## src/design/word_pkg.sv

```systemverilog
/*
 * Data word and counter nibble types
 * Idle bus value and flag word bit positions
 */

package word_pkg;

   // Counter stage geometry
   localparam int NIBBLE_W     = 4;
   localparam int NIBBLE_COUNT = 4;
   localparam int WORD_W       = NIBBLE_W * NIBBLE_COUNT;

   // Word on the bus, in the registers and on the console
   typedef logic [WORD_W-1:0] word_t;

   // One counter stage of the program counter
   typedef logic [NIBBLE_W-1:0] nibble_t;

   // Nothing enabled on the read bus reads as pulled high
   localparam word_t BUS_IDLE = '1;

   // Flag word layout
   localparam int FLAG_L_BIT = 0;
   localparam int FLAG_I_BIT = 1;

endpackage

```

## src/design/ctl_pkg.sv

```systemverilog
/*
 * Register select type and select codes
 * Shared by the write decoder and the read bus
 */

package ctl_pkg;

   // Width of a register select
   localparam int SEL_W = 2;

   // Register select on both write and read side
   typedef logic [SEL_W-1:0] reg_sel_t;

   //////////////////////////////////////////////////
   // Select codes
   //////////////////////////////////////////////////

   // Program counter
   localparam reg_sel_t SEL_PC    = 2'd0;

   // Accumulator
   localparam reg_sel_t SEL_AC    = 2'd1;

   // Memory address register
   localparam reg_sel_t SEL_MAR   = 2'd2;

   // L and I flags packed into one word
   localparam reg_sel_t SEL_FLAGS = 2'd3;

endpackage

```

## src/design/reg_view_if.sv

```systemverilog
/*
 * Register view interface
 * Current value of every register with one modport per holder
 */

`timescale 1ns/1ns

interface reg_view_if;
   import word_pkg::*;

   // Program counter
   word_t pc;

   // Accumulator and memory address register
   word_t ac;
   word_t mar;

   // Single bit flags
   logic  flag_l;
   logic  flag_i;

   // Counter block owns pc
   modport pc_src (output pc);

   // Write block owns ac and mar
   modport data_src (output ac, output mar);

   // Flag block owns both flags
   modport flag_src (output flag_l, output flag_i);

   // Read bus and console see everything
   modport view (
      input pc,
      input ac,
      input mar,
      input flag_l,
      input flag_i
   );

endinterface

```

## src/design/reg_write.sv

```systemverilog
/*
 * Write strobe decoder
 * Accumulator and memory address register with load strobes out
 */

`timescale 1ns/1ns

module reg_write (
   input  logic              latch,
   input  logic              reset,
   input  word_pkg::word_t   d,
   input  logic              wr,
   input  ctl_pkg::reg_sel_t wr_sel,
   output logic              load_pc,
   output logic              load_l,
   reg_view_if.data_src      view
);
   import ctl_pkg::*;

   // Local load strobes
   logic wr_ac;
   logic wr_mar;

   //////////////////////////////////////////////////
   // Write decode
   //////////////////////////////////////////////////

   // One strobe per select while wr is high
   always_comb begin
      load_pc = 1'b0;
      wr_ac   = 1'b0;
      wr_mar  = 1'b0;
      load_l  = 1'b0;
      if (wr) begin
         case (wr_sel)
            SEL_PC: begin
               load_pc = 1'b1;
            end
            SEL_AC: begin
               wr_ac = 1'b1;
            end
            SEL_MAR: begin
               wr_mar = 1'b1;
            end
            SEL_FLAGS: begin
               // Only bit 0 of d lands in L
               load_l = 1'b1;
            end
            default: begin
               load_pc = 1'b0;
            end
         endcase
      end
   end

   //////////////////////////////////////////////////
   // Data registers
   //////////////////////////////////////////////////

   // Accumulator
   always_ff @(posedge latch) begin
      if (reset) begin
         view.ac <= '0;
      end else if (wr_ac) begin
         view.ac <= d;
      end
   end

   // Memory address register
   always_ff @(posedge latch) begin
      if (reset) begin
         view.mar <= '0;
      end else if (wr_mar) begin
         view.mar <= d;
      end
   end

   // A write must name a register
   // X here would leave every holder guessing
   a_wr_sel_known: assert property (
      @(posedge latch) disable iff (reset)
      wr |-> !$isunknown(wr_sel)
   ) else $error("wr_sel unknown during write");

endmodule

```

## src/design/inc_reg16.sv

```systemverilog
/*
 * Program counter built from four chained nibble counters
 * Parallel load with increment and decrement
 */

`timescale 1ns/1ns

module inc_reg16 (
   input  logic            latch,
   input  logic            reset,
   input  word_pkg::word_t d,
   input  logic            load_pc,
   input  logic            pc_inc,
   input  logic            pc_dec,
   reg_view_if.pc_src      view
);
   import word_pkg::*;

   // Stage values, least significant first
   nibble_t stage_q [NIBBLE_COUNT];

   // Carry and borrow into each stage
   logic [NIBBLE_COUNT-1:0] carry;
   logic [NIBBLE_COUNT-1:0] borrow;

   // Both count strobes together cancel out
   assign carry[0]  = pc_inc && !pc_dec;
   assign borrow[0] = pc_dec && !pc_inc;

   //////////////////////////////////////////////////
   // Nibble stages
   //////////////////////////////////////////////////

   for (genvar i = 0; i < NIBBLE_COUNT; i++) begin : g_stage
      // Reset over load over count
      always_ff @(posedge latch) begin
         if (reset) begin
            stage_q[i] <= '0;
         end else if (load_pc) begin
            stage_q[i] <= d[i*NIBBLE_W +: NIBBLE_W];
         end else if (carry[i]) begin
            stage_q[i] <= stage_q[i] + nibble_t'(1);
         end else if (borrow[i]) begin
            stage_q[i] <= stage_q[i] - nibble_t'(1);
         end
      end

      // Ripple to the next stage
      // Carry out of the top stage is dropped so the count wraps
      if (i < NIBBLE_COUNT - 1) begin : g_chain
         assign carry[i+1]  = carry[i] && (stage_q[i] == '1);
         assign borrow[i+1] = borrow[i] && (stage_q[i] == '0);
      end
   end

   // Stages side by side form the counter word
   always_comb begin
      for (int n = 0; n < NIBBLE_COUNT; n++) begin
         view.pc[n*NIBBLE_W +: NIBBLE_W] = stage_q[n];
      end
   end

   // Carry must ripple through every stage on the wrap
   a_wrap_to_zero: assert property (
      @(posedge latch) disable iff (reset)
      (carry[0] && !load_pc && (view.pc == '1)) |=> (view.pc == '0)
   ) else $error("pc did not wrap to zero");

endmodule

```

## src/design/flag_unit.sv

```systemverilog
/*
 * L flag with load, clear and toggle
 * I flag with set and clear
 */

`timescale 1ns/1ns

module flag_unit (
   input  logic         latch,
   input  logic         reset,
   input  logic         load_l,
   input  logic         l_data,   // bit 0 of the write word
   input  logic         l_toggle,
   input  logic         l_clear,
   input  logic         i_set,
   input  logic         i_clear,
   reg_view_if.flag_src view
);

   //////////////////////////////////////////////////
   // L flag
   //////////////////////////////////////////////////

   // J and K inputs of the L flip-flop
   logic l_j;
   logic l_k;

   // Load sets or resets by data
   // Toggle drives both so it wins over load
   assign l_j = (load_l && l_data) || l_toggle;
   assign l_k = (load_l && !l_data) || l_toggle;

   // Clear sits on top of the JK update
   always_ff @(posedge latch) begin
      if (reset || l_clear) begin
         view.flag_l <= 1'b0;
      end else begin
         case ({l_j, l_k})
            2'b11: view.flag_l <= !view.flag_l;
            2'b10: view.flag_l <= 1'b1;
            2'b01: view.flag_l <= 1'b0;
            default: view.flag_l <= view.flag_l;
         endcase
      end
   end

   //////////////////////////////////////////////////
   // I flag
   //////////////////////////////////////////////////

   // Clear wins over set
   always_ff @(posedge latch) begin
      if (reset || i_clear) begin
         view.flag_i <= 1'b0;
      end else if (i_set) begin
         view.flag_i <= 1'b1;
      end
   end

   // Controller never asks for both at once
   a_i_exclusive: assert property (
      @(posedge latch) disable iff (reset)
      !(i_set && i_clear)
   ) else $error("i_set and i_clear high together");

endmodule

```

## src/design/bus_drive.sv

```systemverilog
/*
 * Read bus source select
 * Flag word assembly and pulled-high idle value
 */

`timescale 1ns/1ns

module bus_drive (
   input  logic              latch,
   input  logic              reset,
   reg_view_if.view          view,
   input  logic              rd_en,
   input  ctl_pkg::reg_sel_t rd_sel,
   output word_pkg::word_t   q
);
   import word_pkg::*;
   import ctl_pkg::*;

   // Both flags placed in an otherwise empty word
   word_t flag_word;

   always_comb begin
      flag_word             = '0;
      flag_word[FLAG_L_BIT] = view.flag_l;
      flag_word[FLAG_I_BIT] = view.flag_i;
   end

   //////////////////////////////////////////////////
   // Source mux
   //////////////////////////////////////////////////

   // Stands in for the output enable buffers
   // Nothing enabled reads all ones
   always_comb begin
      if (!rd_en) begin
         q = BUS_IDLE;
      end else begin
         case (rd_sel)
            SEL_PC:    q = view.pc;
            SEL_AC:    q = view.ac;
            SEL_MAR:   q = view.mar;
            SEL_FLAGS: q = flag_word;
            default:   q = BUS_IDLE;
         endcase
      end
   end

   // Every holder is cleared by reset
   // So the bus must stay clean once reset is gone
   a_q_known: assert property (
      @(posedge latch) disable iff (reset)
      !$isunknown(q)
   ) else $error("read bus carries unknown bits");

endmodule

```

## src/design/cpu_regs.sv

```systemverilog
/*
 * Register section top level
 * Write decode, program counter, flags and read bus
 */

`timescale 1ns/1ns

module cpu_regs (
   input  logic              latch,
   input  logic              reset,
   input  word_pkg::word_t   d,
   input  logic              wr,
   input  ctl_pkg::reg_sel_t wr_sel,
   input  logic              pc_inc,
   input  logic              pc_dec,
   input  logic              l_toggle,
   input  logic              l_clear,
   input  logic              i_set,
   input  logic              i_clear,
   input  logic              rd_en,
   input  ctl_pkg::reg_sel_t rd_sel,
   output word_pkg::word_t   q,
   output word_pkg::word_t   pc_con,
   output word_pkg::word_t   ac_con,
   output word_pkg::word_t   mar_con,
   output logic              flag_l,
   output logic              flag_i
);
   import word_pkg::*;

   // Strobes from the write decoder
   logic load_pc;
   logic load_l;

   // Current value of every register
   reg_view_if regs ();

   // Decoder with accumulator and address register
   reg_write reg_write_inst (
      .latch   (latch),
      .reset   (reset),
      .d       (d),
      .wr      (wr),
      .wr_sel  (wr_sel),
      .load_pc (load_pc),
      .load_l  (load_l),
      .view    (regs.data_src)
   );

   // Program counter
   inc_reg16 inc_reg16_inst (
      .latch   (latch),
      .reset   (reset),
      .d       (d),
      .load_pc (load_pc),
      .pc_inc  (pc_inc),
      .pc_dec  (pc_dec),
      .view    (regs.pc_src)
   );

   // L takes only its bit of the write word
   flag_unit flag_unit_inst (
      .latch    (latch),
      .reset    (reset),
      .load_l   (load_l),
      .l_data   (d[FLAG_L_BIT]),
      .l_toggle (l_toggle),
      .l_clear  (l_clear),
      .i_set    (i_set),
      .i_clear  (i_clear),
      .view     (regs.flag_src)
   );

   // Read bus
   bus_drive bus_drive_inst (
      .latch  (latch),
      .reset  (reset),
      .view   (regs.view),
      .rd_en  (rd_en),
      .rd_sel (rd_sel),
      .q      (q)
   );

   // Console lamps
   assign pc_con  = regs.pc;
   assign ac_con  = regs.ac;
   assign mar_con = regs.mar;
   assign flag_l  = regs.flag_l;
   assign flag_i  = regs.flag_i;

endmodule

```

## config.mk

```make
export PLATFORM = sky130hd
export DESIGN_NAME = cpu_regs
export DESIGN_NICKNAME = d
export VERILOG_FILES = /design/src/design/word_pkg.sv /design/src/design/ctl_pkg.sv /design/src/design/reg_view_if.sv /design/src/design/reg_write.sv /design/src/design/inc_reg16.sv /design/src/design/flag_unit.sv /design/src/design/bus_drive.sv /design/src/design/cpu_regs.sv
export SDC_FILE = /design/constraint.sdc
export NUM_CORES = 1
export LEC_CHECK = 0
export BUFFER_PORTS_ARGS = -buffer_cell sky130_fd_sc_hd__buf_2
export CORE_MARGIN = 2
export CORE_UTILIZATION = 47
export DETAILED_ROUTE_END_ITERATION = 6
export GPL_TIMING_DRIVEN = 0
export PLACE_DENSITY = 0.76
export SYNTH_ARGS = -nofsm -noshare
export SYNTH_HDL_FRONTEND = slang
export SYNTH_HIERARCHICAL = 1
export SYNTH_SLANG_ARGS = --single-unit
```

## constraint.sdc

```tcl
create_clock -name latch -period 1.9 [get_ports latch]
set_clock_uncertainty 0.1 [all_clocks]
set_input_delay 0.095 -clock latch [delete_from_list [all_inputs] [get_ports latch]]
set_output_delay 0.095 -clock latch [all_outputs]
set_load 0.05 [all_outputs]
```

=== Word level (Yosys, flattened, before mapping) ===
Memory sizes are Yosys's and may differ from the RTL's.
Index checks and enable logic that the tools add are counted.

* Flip-flop bits (word level): 34
* Memory bits (writable): 16
* Bits of input ports: 30
* Output and inout port bits: 66
* Logic and storage cells: 125
* Memories kept: 1

* $add $sub $neg: 8
* Equal/unequal tests: 12
* Multiplexer cells: 64
* Bitwise operators: 12
* Reduce and logical (&&, ||, !) cells: 24

{| class="wikitable"
|+ Memories
! memory !! words !! bits a word !! rd ports !! clocked after Yosys merged registers in !! write ports !! RTL line !! source
|-
| inc_reg16_inst.stage_q || 4 || 4 || 4 || 0 || 4 || inc_reg16.sv:20 || <nowiki>nibble_t stage_q [NIBBLE_COUNT];</nowiki>
|}

{| class="wikitable"
|+ Operator list
! operator !! count
|-
| one-hot mux 16 bit (4 select lines) || 1
|-
| 2-to-1 mux 1 bit || 49
|-
| 2-to-1 mux 4 bit || 12
|-
| adder 4 x 1 -> 4 bit, second input constant || 4
|-
| 2-to-1 mux 16 bit || 1
|-
| subtractor 4 x 1 -> 4 bit, second input constant || 4
|-
| == test 2 bit, second input constant || 6
|-
| == test 4 bit, second input constant || 3
|-
| zero test 4 bit || 3
|-
| bitwise OR 1 bit || 12
|-
| logical AND 1 bit || 10
|-
| == test 2 x 1 -> 1 bit, second input constant || 3
|-
| zero test 1 bit || 4
|-
| zero test 2 bit || 2
|-
| logical OR 1 bit || 4
|-
| one-hot mux 1 bit (3 select lines) || 1
|-
| nonzero test 3 bit || 1
|}

=== Depth between registers and ports, before layout ===
Gate-level depths: netlist of the first run.

* Word-level depth: 11
* Gate-level depth with buffers: 6
* Depth with buffers taken out: 6

=== Modules after synthesis ===
Netlist of the first run, hierarchy kept.

{| class="wikitable"
|+ Modules (own cells, without submodules)
! module !! times used !! cells each !! area an instance (µm²) !! sequential area each (µm²)
|-
| reg_write || 1 || 127 || 1367.6 || 640.6
|-
| inc_reg16 || 1 || 134 || 1335.0 || 480.5
|-
| bus_drive || 1 || 53 || 447.9 || 0.0
|-
| flag_unit || 1 || 15 || 131.4 || 40.0
|}

==> results of run 1 <==
cell usage after synthesis, drive strengths merged:
master	count
nand2b	53
mux2i	47
dfxtp	34
nand3b	19
edfxtp	16
o211ai	15
ha	13
buf	12
inv	12
nand2	12
nor2	11
nor3	8
nor2b	7
clkbuf	6
nand3	6
xnor2	6
a21oi	5
a221o	5
nor3b	4
o21ai	4
a221oi	3
nor4	3
a22oi	2
and3	2
and3b	2
mux4	2
o221a	2
o221ai	2
or2	2
a211oi	1
a21o	1
a22o	1
a2bb2oi	1
a32oi	1
and2	1
nand4	1
nand4bb	1
nor4b	1
o21ba	1
o2bb2ai	1
o311ai	1
or3	1
xor2	1
through the flow:
step | hold WS (ns) | power [uW]
after detailed placement | 0.167 | 2090
after floorplan | 0.0718 | 1860
after global routing | 0.0252 | 2970
final | 0.00492 | 2870
after CTS | 0.00304 | 2820
after global placement | 0.161 | 2070
power groups by stage:
stage,Sequential [uW],Clock (uW),Combinational (uW)
finish,1260,678,928
global route,1270,722,983
CTS,1260,687,881
detailed placement,1290,0,809
global placement,1280,0,791
floorplan,1450,0,407
registers in the layout, summed over array words and instances (netlist names):
signal	flops
flag_unit_inst/view.flag_i	1
reg_write_inst/view.mar	16
inc_reg16_inst/stage_q	16
flag_unit_inst/view.flag_l	1
reg_write_inst/view.ac	16
tightest hold or removal path, cell delays in order:
cell	delay, ns
buf_2	0.10
nand2_1	0.04
o21ai_0	0.06
layer usage:
layer,vias up,wire length (um)
met5,-,0
met4,0,209
met3,19,552
met2,129,4440
met1,1454,4120
li1,1451,-
cell families after synthesis:
logic type      Yosys count  share of synthesized area (%)
simple gates            134                           26.0
xor+xnor                  7                           1.87
compound gates           46                           11.4
buf+inv                  30                           4.69
mux                      49                           15.7
flops                    50                           35.4
fa+ha+maj                13                           4.96
cell type report:
class,count,area (um^2)
plain buffers,18,109
clock buffers,8,101
fillers,543,2450
inverters,12,45.0
multi-input cells,249,2100
flip-flops and latches,50,1160
well taps,96,120
repair buffers,121,706
repair_timing:
action                                  in CTS  in global routing
hold buffers                                 5                  0
gates cloned                                 0                  0
buffers inserted                            16                  6
pin swaps                                    2                  4
gates resized for setup                     10                 14
endpoints found under the setup margin      18                 25
endpoints found under the hold margin        4                  0
final timing paths:
check	to	slack [ns]	cells after the start
worst max-delay path	q[0]	-0.07	5
worst min register to register	reg_write_inst/view.ac[0]	0.40	2
worst min-delay path	inc_reg16_inst/stage_q[2][0]	0.005	3
worst max register to register	inc_reg16_inst/stage_q[3][3]	-0.04	7
==> flow_metrics.py, run 1 <==
metrics = {
    "status": {
        "status": "finished, violations left",
        "violations": "negative setup slack",
    },
    "critical_path": {
        "endpoint_kind": "output pin",
        "path_common_cell": "buf_6",
        "critPathLaunchType": "latch",
        "cp.arrival_ns": 1.77,
        "crit_buf_inv": 3,
        "path_cells": "buf_4, buf_6, mux4_2, nand2b_4, buf_6",
        "r2r_start": "inc_reg16_inst/stage_q[0][1]",
        "cp_slowest_cell": "edfxtp_1",
        "cp_max_fo": 4,
        "cpPeakStageDelay_ns": 0.47,
        "cpLargestDelayFamily": "flip-flops",
        "worstSetupPathType": "latch to output pin",
        "cp.required_ns": 1.70,
        "crit_start": "inc_reg16_inst/stage_q[0][0]",
    },
    "finish": {
        "final_area_um2": 4350,
        "finalCoreUtilization_pct": 64.0,
        "finalNonFillerCells": 554,
        "area_growth_pct": 32.4,
        "insertedDiodeCount": 0,
        "finalNetCount": 500,
        "mostFrequentLayoutCells": "buf_2, nand2b_1, mux2i_1, dfxtp_1, buf_4",
        "final_common_cell": "buf_2",
        "drive_above_1_share_pct": 36.7,
    },
    "global_route": {
        "antenna_found_initial": 0,
        "grt_first_pass_wirelength_um": 14100,
        "grt_max_degree": 15,
        "busiest_layer": "met2",
        "grt_pass1_vias": 2851,
        "met1_usage_pct": 32.2,
        "grtUsageMet3_pct": 2.36,
        "grt_overflow": 0,
        "met2_usage_pct": 38.5,
        "grt.total_usage_pct": 23.3,
    },
    "clocking": {
        "insertion_delay_ns": 0.29,
        "cts.htree.levels": 2,
        "root_buffer": "clkbuf_8",
        "path_clk_slew_ns": 0.09,
        "clock-sinks": 50,
        "cts_buffers": 5,
        "cts_tree": "done",
        "cts.path.max_buffers": 2,
    },
    "power_and_ir_drop": {
        "p_clk_share_pct": 23.7,
        "p_comb_share_pct": 32.4,
        "leakage_uw": 0.00197,
        "swShare_pct": 35.6,
        "ir_drop_mv": 0.411,
        "p_per_area_nw_per_um2": 660,
        "seq_power_share_pct": 44.0,
        "p_int_uw": 1850,
        "p_sw_uw": 1020,
    },
    "routing": {
        "via_per_inst": 5.51,
        "avgRoutedWirePerCell_um": 16.8,
        "drtIter0Drc": 123,
        "wl_um": 9330,
        "ant_nets": 0,
        "route.vias.total": 3053,
        "route.detailed.drc": 0,
        "drt_first_pass_iters": 5,
    },
    "placed_design": {
        "dp_hpwl_um": 6980,
        "dp.cells": 519,
        "portBuffers": 94,
        "place_area_um2": 3920,
        "pre_cts_slack_ns": -0.235,
        "gp_congestion": 0.877,
    },
    "sta": {
        "finalSetupViolCount": 9,
        "report.final.slew_viol_count": 0,
        "rsz0062_at_grt": "true",
        "post-route-period-util_pct": 104,
        "worstMarginPinSlew_ns": 0.507,
        "final-hold-violation-count": 0,
        "period_needed_ns": 1.97,
        "max_freq_ghz": 0.508,
        "maxSlewHeadroom_pct": 66.1,
        "tns_ns": -0.225,
        "layout_setup_ws_ns": -0.0689,
    },
    "synthesis": {
        "syn_avg_cell_area_um2": 9.98,
        "yosys.cell_types.count": 55,
        "synth_top_area_share_pct": 20.7,
        "synthesis.area_um2": 3280,
        "ys_seq_area_share_pct": 35.4,
        "synth_top_cells_by_area": "dfxtp_1, edfxtp_1, mux2i_1",
        "synth-seq-cells": 50,
        "yosys_warnings": 6,
        "synth_top_area_cell": "dfxtp_1",
        "syn-num-nets": 372,
        "synth_cells": 329,
    },
    "floorplan": {
        "initial_core_util_pct": 48.3,
        "die_width_um": 87.6,
        "pin_count": 96,
        "die_area_um2": 7670,
        "num_rows": 30,
        "coreArea_um2": 6790,
        "die_y_um": 87.6,
    },
    "hold_path": {
        "hold_start": "d[8]",
        "holdCritPathClass": "input pin to latch",
    },
    "job": {
        "maxCapViolations": 0,
    },
}
Note: power is estimated with default switching activity, not from simulation.
==> inputs of run 2 (changes only) <==
- PLACE_DENSITY: 0.76 -> unset
- PLACE_DENSITY_LB_ADDON: unset -> 0.3
==> flow_metrics.py, run 2 (synthesis gave the netlist of run 1 again) <==
metrics = {
    "global_route": {
        "grt_max_degree": 16,
        "grt_first_pass_wirelength_um": 14400,
        "grt.total_usage_pct": 24.2,
        "grt_pass1_vias": 2800,
        "antenna_found_initial": 0,
        "grt_overflow": 0,
    },
    "clocking": {
        "path_clk_slew_ns": 0.09,
        "cts_tree": "done",
        "cts_buffers": 5,
        "root_buffer": "clkbuf_8",
        "clock-sinks": 50,
        "cts.htree.levels": 2,
        "cts.path.max_buffers": 2,
        "insertion_delay_ns": 0.30,
    },
    "critical_path": {
        "r2r_setup_slack_ns": -0.06,
        "critPathLaunchType": "latch",
        "cp_max_fo": 4,
        "reg2regPathDepth": 7,
        "endpoint_kind": "output pin",
        "cp.required_ns": 1.70,
        "worstSetupPathType": "latch to output pin",
        "r2r_start": "inc_reg16_inst/stage_q[0][0]",
        "cp.arrival_ns": 1.79,
        "rr_endpoint": "inc_reg16_inst/stage_q[3][2]",
    },
    "placed_design": {
        "pre_cts_slack_ns": -0.271,
        "gp_congestion": 0.926,
        "portBuffers": 94,
        "dp.cells": 519,
        "place_area_um2": 3920,
        "dp_hpwl_um": 6730,
    },
    "sta": {
        "max_freq_ghz": 0.505,
        "layout_setup_ws_ns": -0.0820,
        "report.final.slew_viol_count": 0,
        "final-hold-violation-count": 0,
        "worstMarginPinSlew_ns": 0.492,
        "rsz0062_at_grt": "true",
        "post-route-period-util_pct": 104,
        "finalSetupViolCount": 3,
        "maxSlewHeadroom_pct": 67.1,
        "tns_ns": -0.163,
        "period_needed_ns": 1.98,
    },
    "hold_path": {
        "hold_end": "inc_reg16_inst/stage_q[3][0]",
        "min_delay_path_depth": 3,
        "holdCritPathClass": "input pin to latch",
        "hold_start": "d[12]",
    },
    "floorplan": {
        "pin_count": 96,
        "coreArea_um2": 6790,
        "die_width_um": 87.6,
        "initial_core_util_pct": 48.3,
        "die_y_um": 87.6,
        "die_area_um2": 7670,
        "num_rows": 30,
    },
    "routing": {
        "avgRoutedWirePerCell_um": 16.6,
        "route.vias.total": 2993,
        "drtIter0Drc": 125,
        "via_per_inst": 5.38,
        "route.detailed.drc": 0,
        "wl_um": 9220,
        "ant_nets": 0,
        "drt_first_pass_iters": 5,
    },
    "power_and_ir_drop": {
        "p_per_area_nw_per_um2": 682,
        "p_clk_share_pct": 27.2,
        "seq_power_share_pct": 42.0,
        "ir_drop_mv": 0.305,
        "leakage_uw": 0.00199,
        "swShare_pct": 34.5,
        "p_comb_share_pct": 30.8,
        "p_sw_uw": 1030,
        "p_int_uw": 1960,
    },
    "finish": {
        "final_area_um2": 4380,
        "mostFrequentLayoutCells": "buf_2, nand2b_1, mux2i_1, dfxtp_1, buf_4",
        "reg.largest.list": "inc_reg16_inst/stage_q x16, reg_write_inst/view.ac x16, reg_write_inst/view.mar x16",
        "insertedDiodeCount": 0,
        "finalCoreUtilization_pct": 64.4,
        "final_common_cell": "buf_2",
        "drive_above_1_share_pct": 37.0,
        "area_growth_pct": 33.3,
        "finalNetCount": 502,
        "finalNonFillerCells": 556,
    },
    "status": {
        "status": "finished, violations left",
        "violations": "negative setup slack",
    },
    "job": {
        "maxCapViolations": 0,
    },
}
[run 2: cell type report]
type	count	area, um^2
plain buffers	18	109
clock buffers	8	133
inverters	12	45.0
repair buffers	123	726
well taps	96	120
multi-input cells	249	2080
fillers	563	2420
flip-flops and latches	50	1160
[run 2: stage by stage]
step | total power, uW | hold WS [ns]
final | 2990 | 0.0122
after global routing | 3110 | 0.00417
after CTS | 2940 | 0.00591
after detailed placement | 2090 | 0.163
after global placement | 2070 | 0.159
after floorplan | 1860 | 0.0718
[run 2: power groups by stage]
stage / Sequential [uW] / Clock (uW) / Combinational, uW
finish: 1250 / 812 / 921
global route: 1260 / 863 / 982
CTS: 1250 / 821 / 866
detailed placement: 1280 / 0 / 805
global placement: 1280 / 0 / 792
floorplan: 1450 / 0 / 407
[run 2: repair_timing]
item                                   4_1_cts  5_1_grt
pin swaps                                    3        5
hold buffers                                 7        0
resized for setup                            8       14
setup endpoints to repair                   18       26
buffers inserted                            12       10
endpoints found under the hold margin        7        0
[run 2: routing by layer]
| layer | GRT usage, % | wire (um) |
|---|---|---|
| met4 | 4.76 | 39 |
| met2 | 38.2 | 4440 |
| met3 | 3.02 | 546 |
| met5 | 0 | 0 |
| met1 | 35.9 | 4200 |
[run 2: worst max-delay path by stage]
stage                                 startpoint                      endpoint  slack, ns  depth (start not counted)
global route        inc_reg16_inst/stage_q[0][0]  inc_reg16_inst/stage_q[3][2]      -0.16                          7
global placement                       wr_sel[0]  inc_reg16_inst/stage_q[3][1]      -0.24                          7
CTS                 inc_reg16_inst/stage_q[0][0]  inc_reg16_inst/stage_q[3][2]      -0.05                          7
detailed placement                     wr_sel[0]  inc_reg16_inst/stage_q[3][1]      -0.27                          7
floorplan           inc_reg16_inst/stage_q[0][0]  inc_reg16_inst/stage_q[1][2]      -0.24                          6
finish              inc_reg16_inst/stage_q[0][0]                          q[0]      -0.08                          5
[run 2: worst max-delay path, stage by stage, from the launching register on]
cell      delay (ns)
edfxtp_1        0.47
buf_4           0.18
buf_6           0.11
mux4_2          0.43
nand2b_4        0.15
buf_6           0.15
==> inputs of run 3 (changes only) <==
- ABC_AREA: unset -> 1
- CORE_UTILIZATION: 47 -> 48
- HOLD_SLACK_MARGIN: unset -> 0.03
==> flow_metrics.py, run 3 <==
metrics = {
    "synthesis": {
        "syn_avg_cell_area_um2": 6.78,
        "synth_top_area_share_pct": 20.3,
        "yosys_warnings": 6,
        "synthTopCellsByCount": "nand2_1, nor2_1, inv_1",
        "synthesis.area_um2": 3350,
        "async_flop_share_pct": 0,
        "ys_seq_area_share_pct": 34.7,
        "synth-seq-cells": 50,
        "synth_most_common_cell": "nand2_1",
        "synth_top_area_cell": "dfxtp_1",
        "yosys.cell_types.count": 35,
        "synth_top_cells_by_area": "dfxtp_1, nand2_1, edfxtp_1",
        "synthFlopType": "dfxtp_1",
        "synth_cells": 494,
        "syn-num-nets": 537,
        "synth-edff-count": 16,
    },
    "critical_path": {
        "critPathLaunchType": "latch",
        "path_cells": "inv_2, ha_1, nand3_4, nor2_8, nand2_4, inv_4, nand2_2, nand3_2",
        "endpoint_kind": "latch",
        "cp.arrival_ns": 1.74,
        "cpLargestDelayFamily": "simple AND/OR/NAND/NOR gates",
        "cpPeakStageDelay_ns": 0.48,
        "cp.required_ns": 1.82,
        "worstSetupPathType": "latch to latch",
        "cp_slowest_cell": "edfxtp_1",
        "cp_max_fo": 6,
        "crit_buf_inv": 2,
    },
    "power_and_ir_drop": {
        "p_clk_share_pct": 25.2,
        "p_sw_uw": 1120,
        "p_comb_share_pct": 31.5,
        "leakage_uw": 0.00226,
        "swShare_pct": 38.8,
        "seq_power_share_pct": 43.4,
        "p_int_uw": 1760,
        "p_per_area_nw_per_um2": 676,
        "finalPower_uw": 2880,
        "ir_drop_mv": 0.410,
    },
    "finish": {
        "final_common_cell": "nand2_1",
        "drive_above_1_share_pct": 25.4,
        "finalNetCount": 661,
        "regArea_um2": 1160,
        "area_growth_pct": 27.1,
        "reg.largest.list": "inc_reg16_inst/stage_q x16, reg_write_inst/view.ac x16, reg_write_inst/view.mar x16",
        "fillers": 635,
        "mostFrequentLayoutCells": "nand2_1, buf_2, nor2_1, inv_1, nand3_1",
        "insertedDiodeCount": 0,
        "multiInputGateArea_um2": 1840,
    },
    "sta": {
        "period_needed_ns": 1.81,
        "layout_setup_ws_ns": 0.0876,
        "final-hold-violation-count": 0,
        "tns_ns": 0,
        "max_freq_ghz": 0.552,
        "report.final.slew_viol_count": 0,
        "maxSlewHeadroom_pct": 42.8,
        "worstMarginPinSlew_ns": 0.851,
        "finalSetupViolCount": 0,
        "rsz0062_at_grt": "false",
        "post-route-period-util_pct": 95.4,
    },
    "floorplan": {
        "pin_count": 96,
        "initial_core_util_pct": 49.6,
        "die_area_um2": 7670,
        "die_width_um": 87.6,
        "coreArea_um2": 6760,
        "num_rows": 30,
        "die_y_um": 87.6,
    },
    "routing": {
        "route.detailed.drc": 0,
        "route.vias.total": 3627,
        "drtIter0Drc": 239,
        "ant_nets": 0,
        "via_per_inst": 5.19,
        "wl_um": 10200,
        "avgRoutedWirePerCell_um": 14.6,
        "drt_first_pass_iters": 5,
    },
    "global_route": {
        "antenna_found_initial": 0,
        "grt_max_degree": 16,
        "grt_first_pass_wirelength_um": 16000,
        "grt.total_usage_pct": 26.9,
        "grt_overflow": 0,
        "grt_pass1_vias": 3285,
    },
    "clocking": {
        "cts.htree.levels": 2,
        "insertion_delay_ns": 0.31,
        "path_clk_slew_ns": 0.10,
        "root_buffer": "clkbuf_8",
        "cts_tree": "done",
        "cts.path.max_buffers": 2,
        "clock-sinks": 50,
        "cts_buffers": 5,
    },
    "placed_design": {
        "dp_hpwl_um": 7720,
        "gp_congestion": 0.917,
        "pre_cts_slack_ns": -0.0538,
        "portBuffers": 94,
    },
    "job": {
        "maxCapViolations": 0,
    },
    "status": {
        "status": "finished, final reports clean",
    },
    "hold_path": {
        "holdCritPathClass": "input pin to latch",
    },
}
## run 3: changes by cell type in the layout (fill, tap and decap cells not counted), sizes merged, moves of 10 or more
cell	delta
xor2	+10
buf	-18
nand3	+41
dlygate4sd3	+12
o211ai	-13
mux2i	-47
nand2b	-53
nand4	+15
nor2	+80
nand2	+131
nand3b	-19
inv	+64
## run 3: worst register-to-register path, cell delays in order (launching register included)
cell and delay [ns]:
edfxtp_1 0.48, inv_2 0.12, ha_1 0.19, nand3_4 0.12, nor2_8 0.15, nand2_4 0.09
inv_4 0.08, nand2_2 0.07, nand3_2 0.12
## run 3: path summary, 6_finish.rpt
path	to	slack, ns	from	cells past startpoint
worst max-delay path	inc_reg16_inst/stage_q[3][2]	0.09	inc_reg16_inst/stage_q[0][0]	8
worst min-delay path	reg_write_inst/view.mar[0]	0.07	wr_sel[1]	5
worst max register to register	inc_reg16_inst/stage_q[3][2]	0.09	inc_reg16_inst/stage_q[0][0]	8
worst min register to register	reg_write_inst/view.ac[2]	0.43	reg_write_inst/view.ac[2]	4
## run 3: power groups by stage
| stage | Clock [uW] | Combinational [uW] | Sequential [uW] |
|---|---|---|---|
| final | 725 | 907 | 1250 |
| after global routing | 770 | 969 | 1260 |
| after CTS | 733 | 884 | 1250 |
| after detailed placement | 0 | 852 | 1280 |
| after global placement | 0 | 836 | 1270 |
| after floorplan | 0 | 412 | 1480 |
## run 3: final cells by class
type / count / share of cell area [%]
repair buffers: 117 / 16.2
plain buffers: 16 / 1.91
clock buffers: 7 / 2.29
clock inverters: 1 / 0.147
inverters: 75 / 6.67
flip-flops and latches: 50 / 27.3
multi-input cells: 353 / 43.2
well taps: 80 / 2.35
## run 3: logic make-up after synthesis
logic type | count (synthesis) | share of synthesized area (%)
compound gates | 23 | 4.44
xor+xnor | 12 | 3.14
fa+ha+maj | 13 | 4.85
buf+inv | 91 | 10.9
flops | 50 | 34.7
simple gates | 305 | 42.0
## run 3: layer usage
metal  global-route usage (%)  share of wire (%)
met5                        0                  0
met4                     10.2                2.4
met3                     4.24                7.6
met2                     44.2                 49
met1                     35.6                 41
## run 3: stage by stage
step / area [um^2] / std cells / utilization, % / hold WS [ns]
global route: 4260 / 699 / 63.1 / 0.0933
detailed placement: 3930 / 668 / 58.1 / 0.170
finish: 4260 / 699 / 63.1 / 0.0665
floorplan: 3360 / 494 / - / 0.0718
global placement: 3930 / 668 / 58.1 / 0.159
CTS: 4220 / 695 / 62.5 / 0.0675
## run 3: timing repair
item                       4_1_cts  5_1_grt
hold buffers                    19        0
buffers inserted                 0        4
setup endpoints to repair        0       10
resized for setup                0        2
hold endpoints to repair        37        0
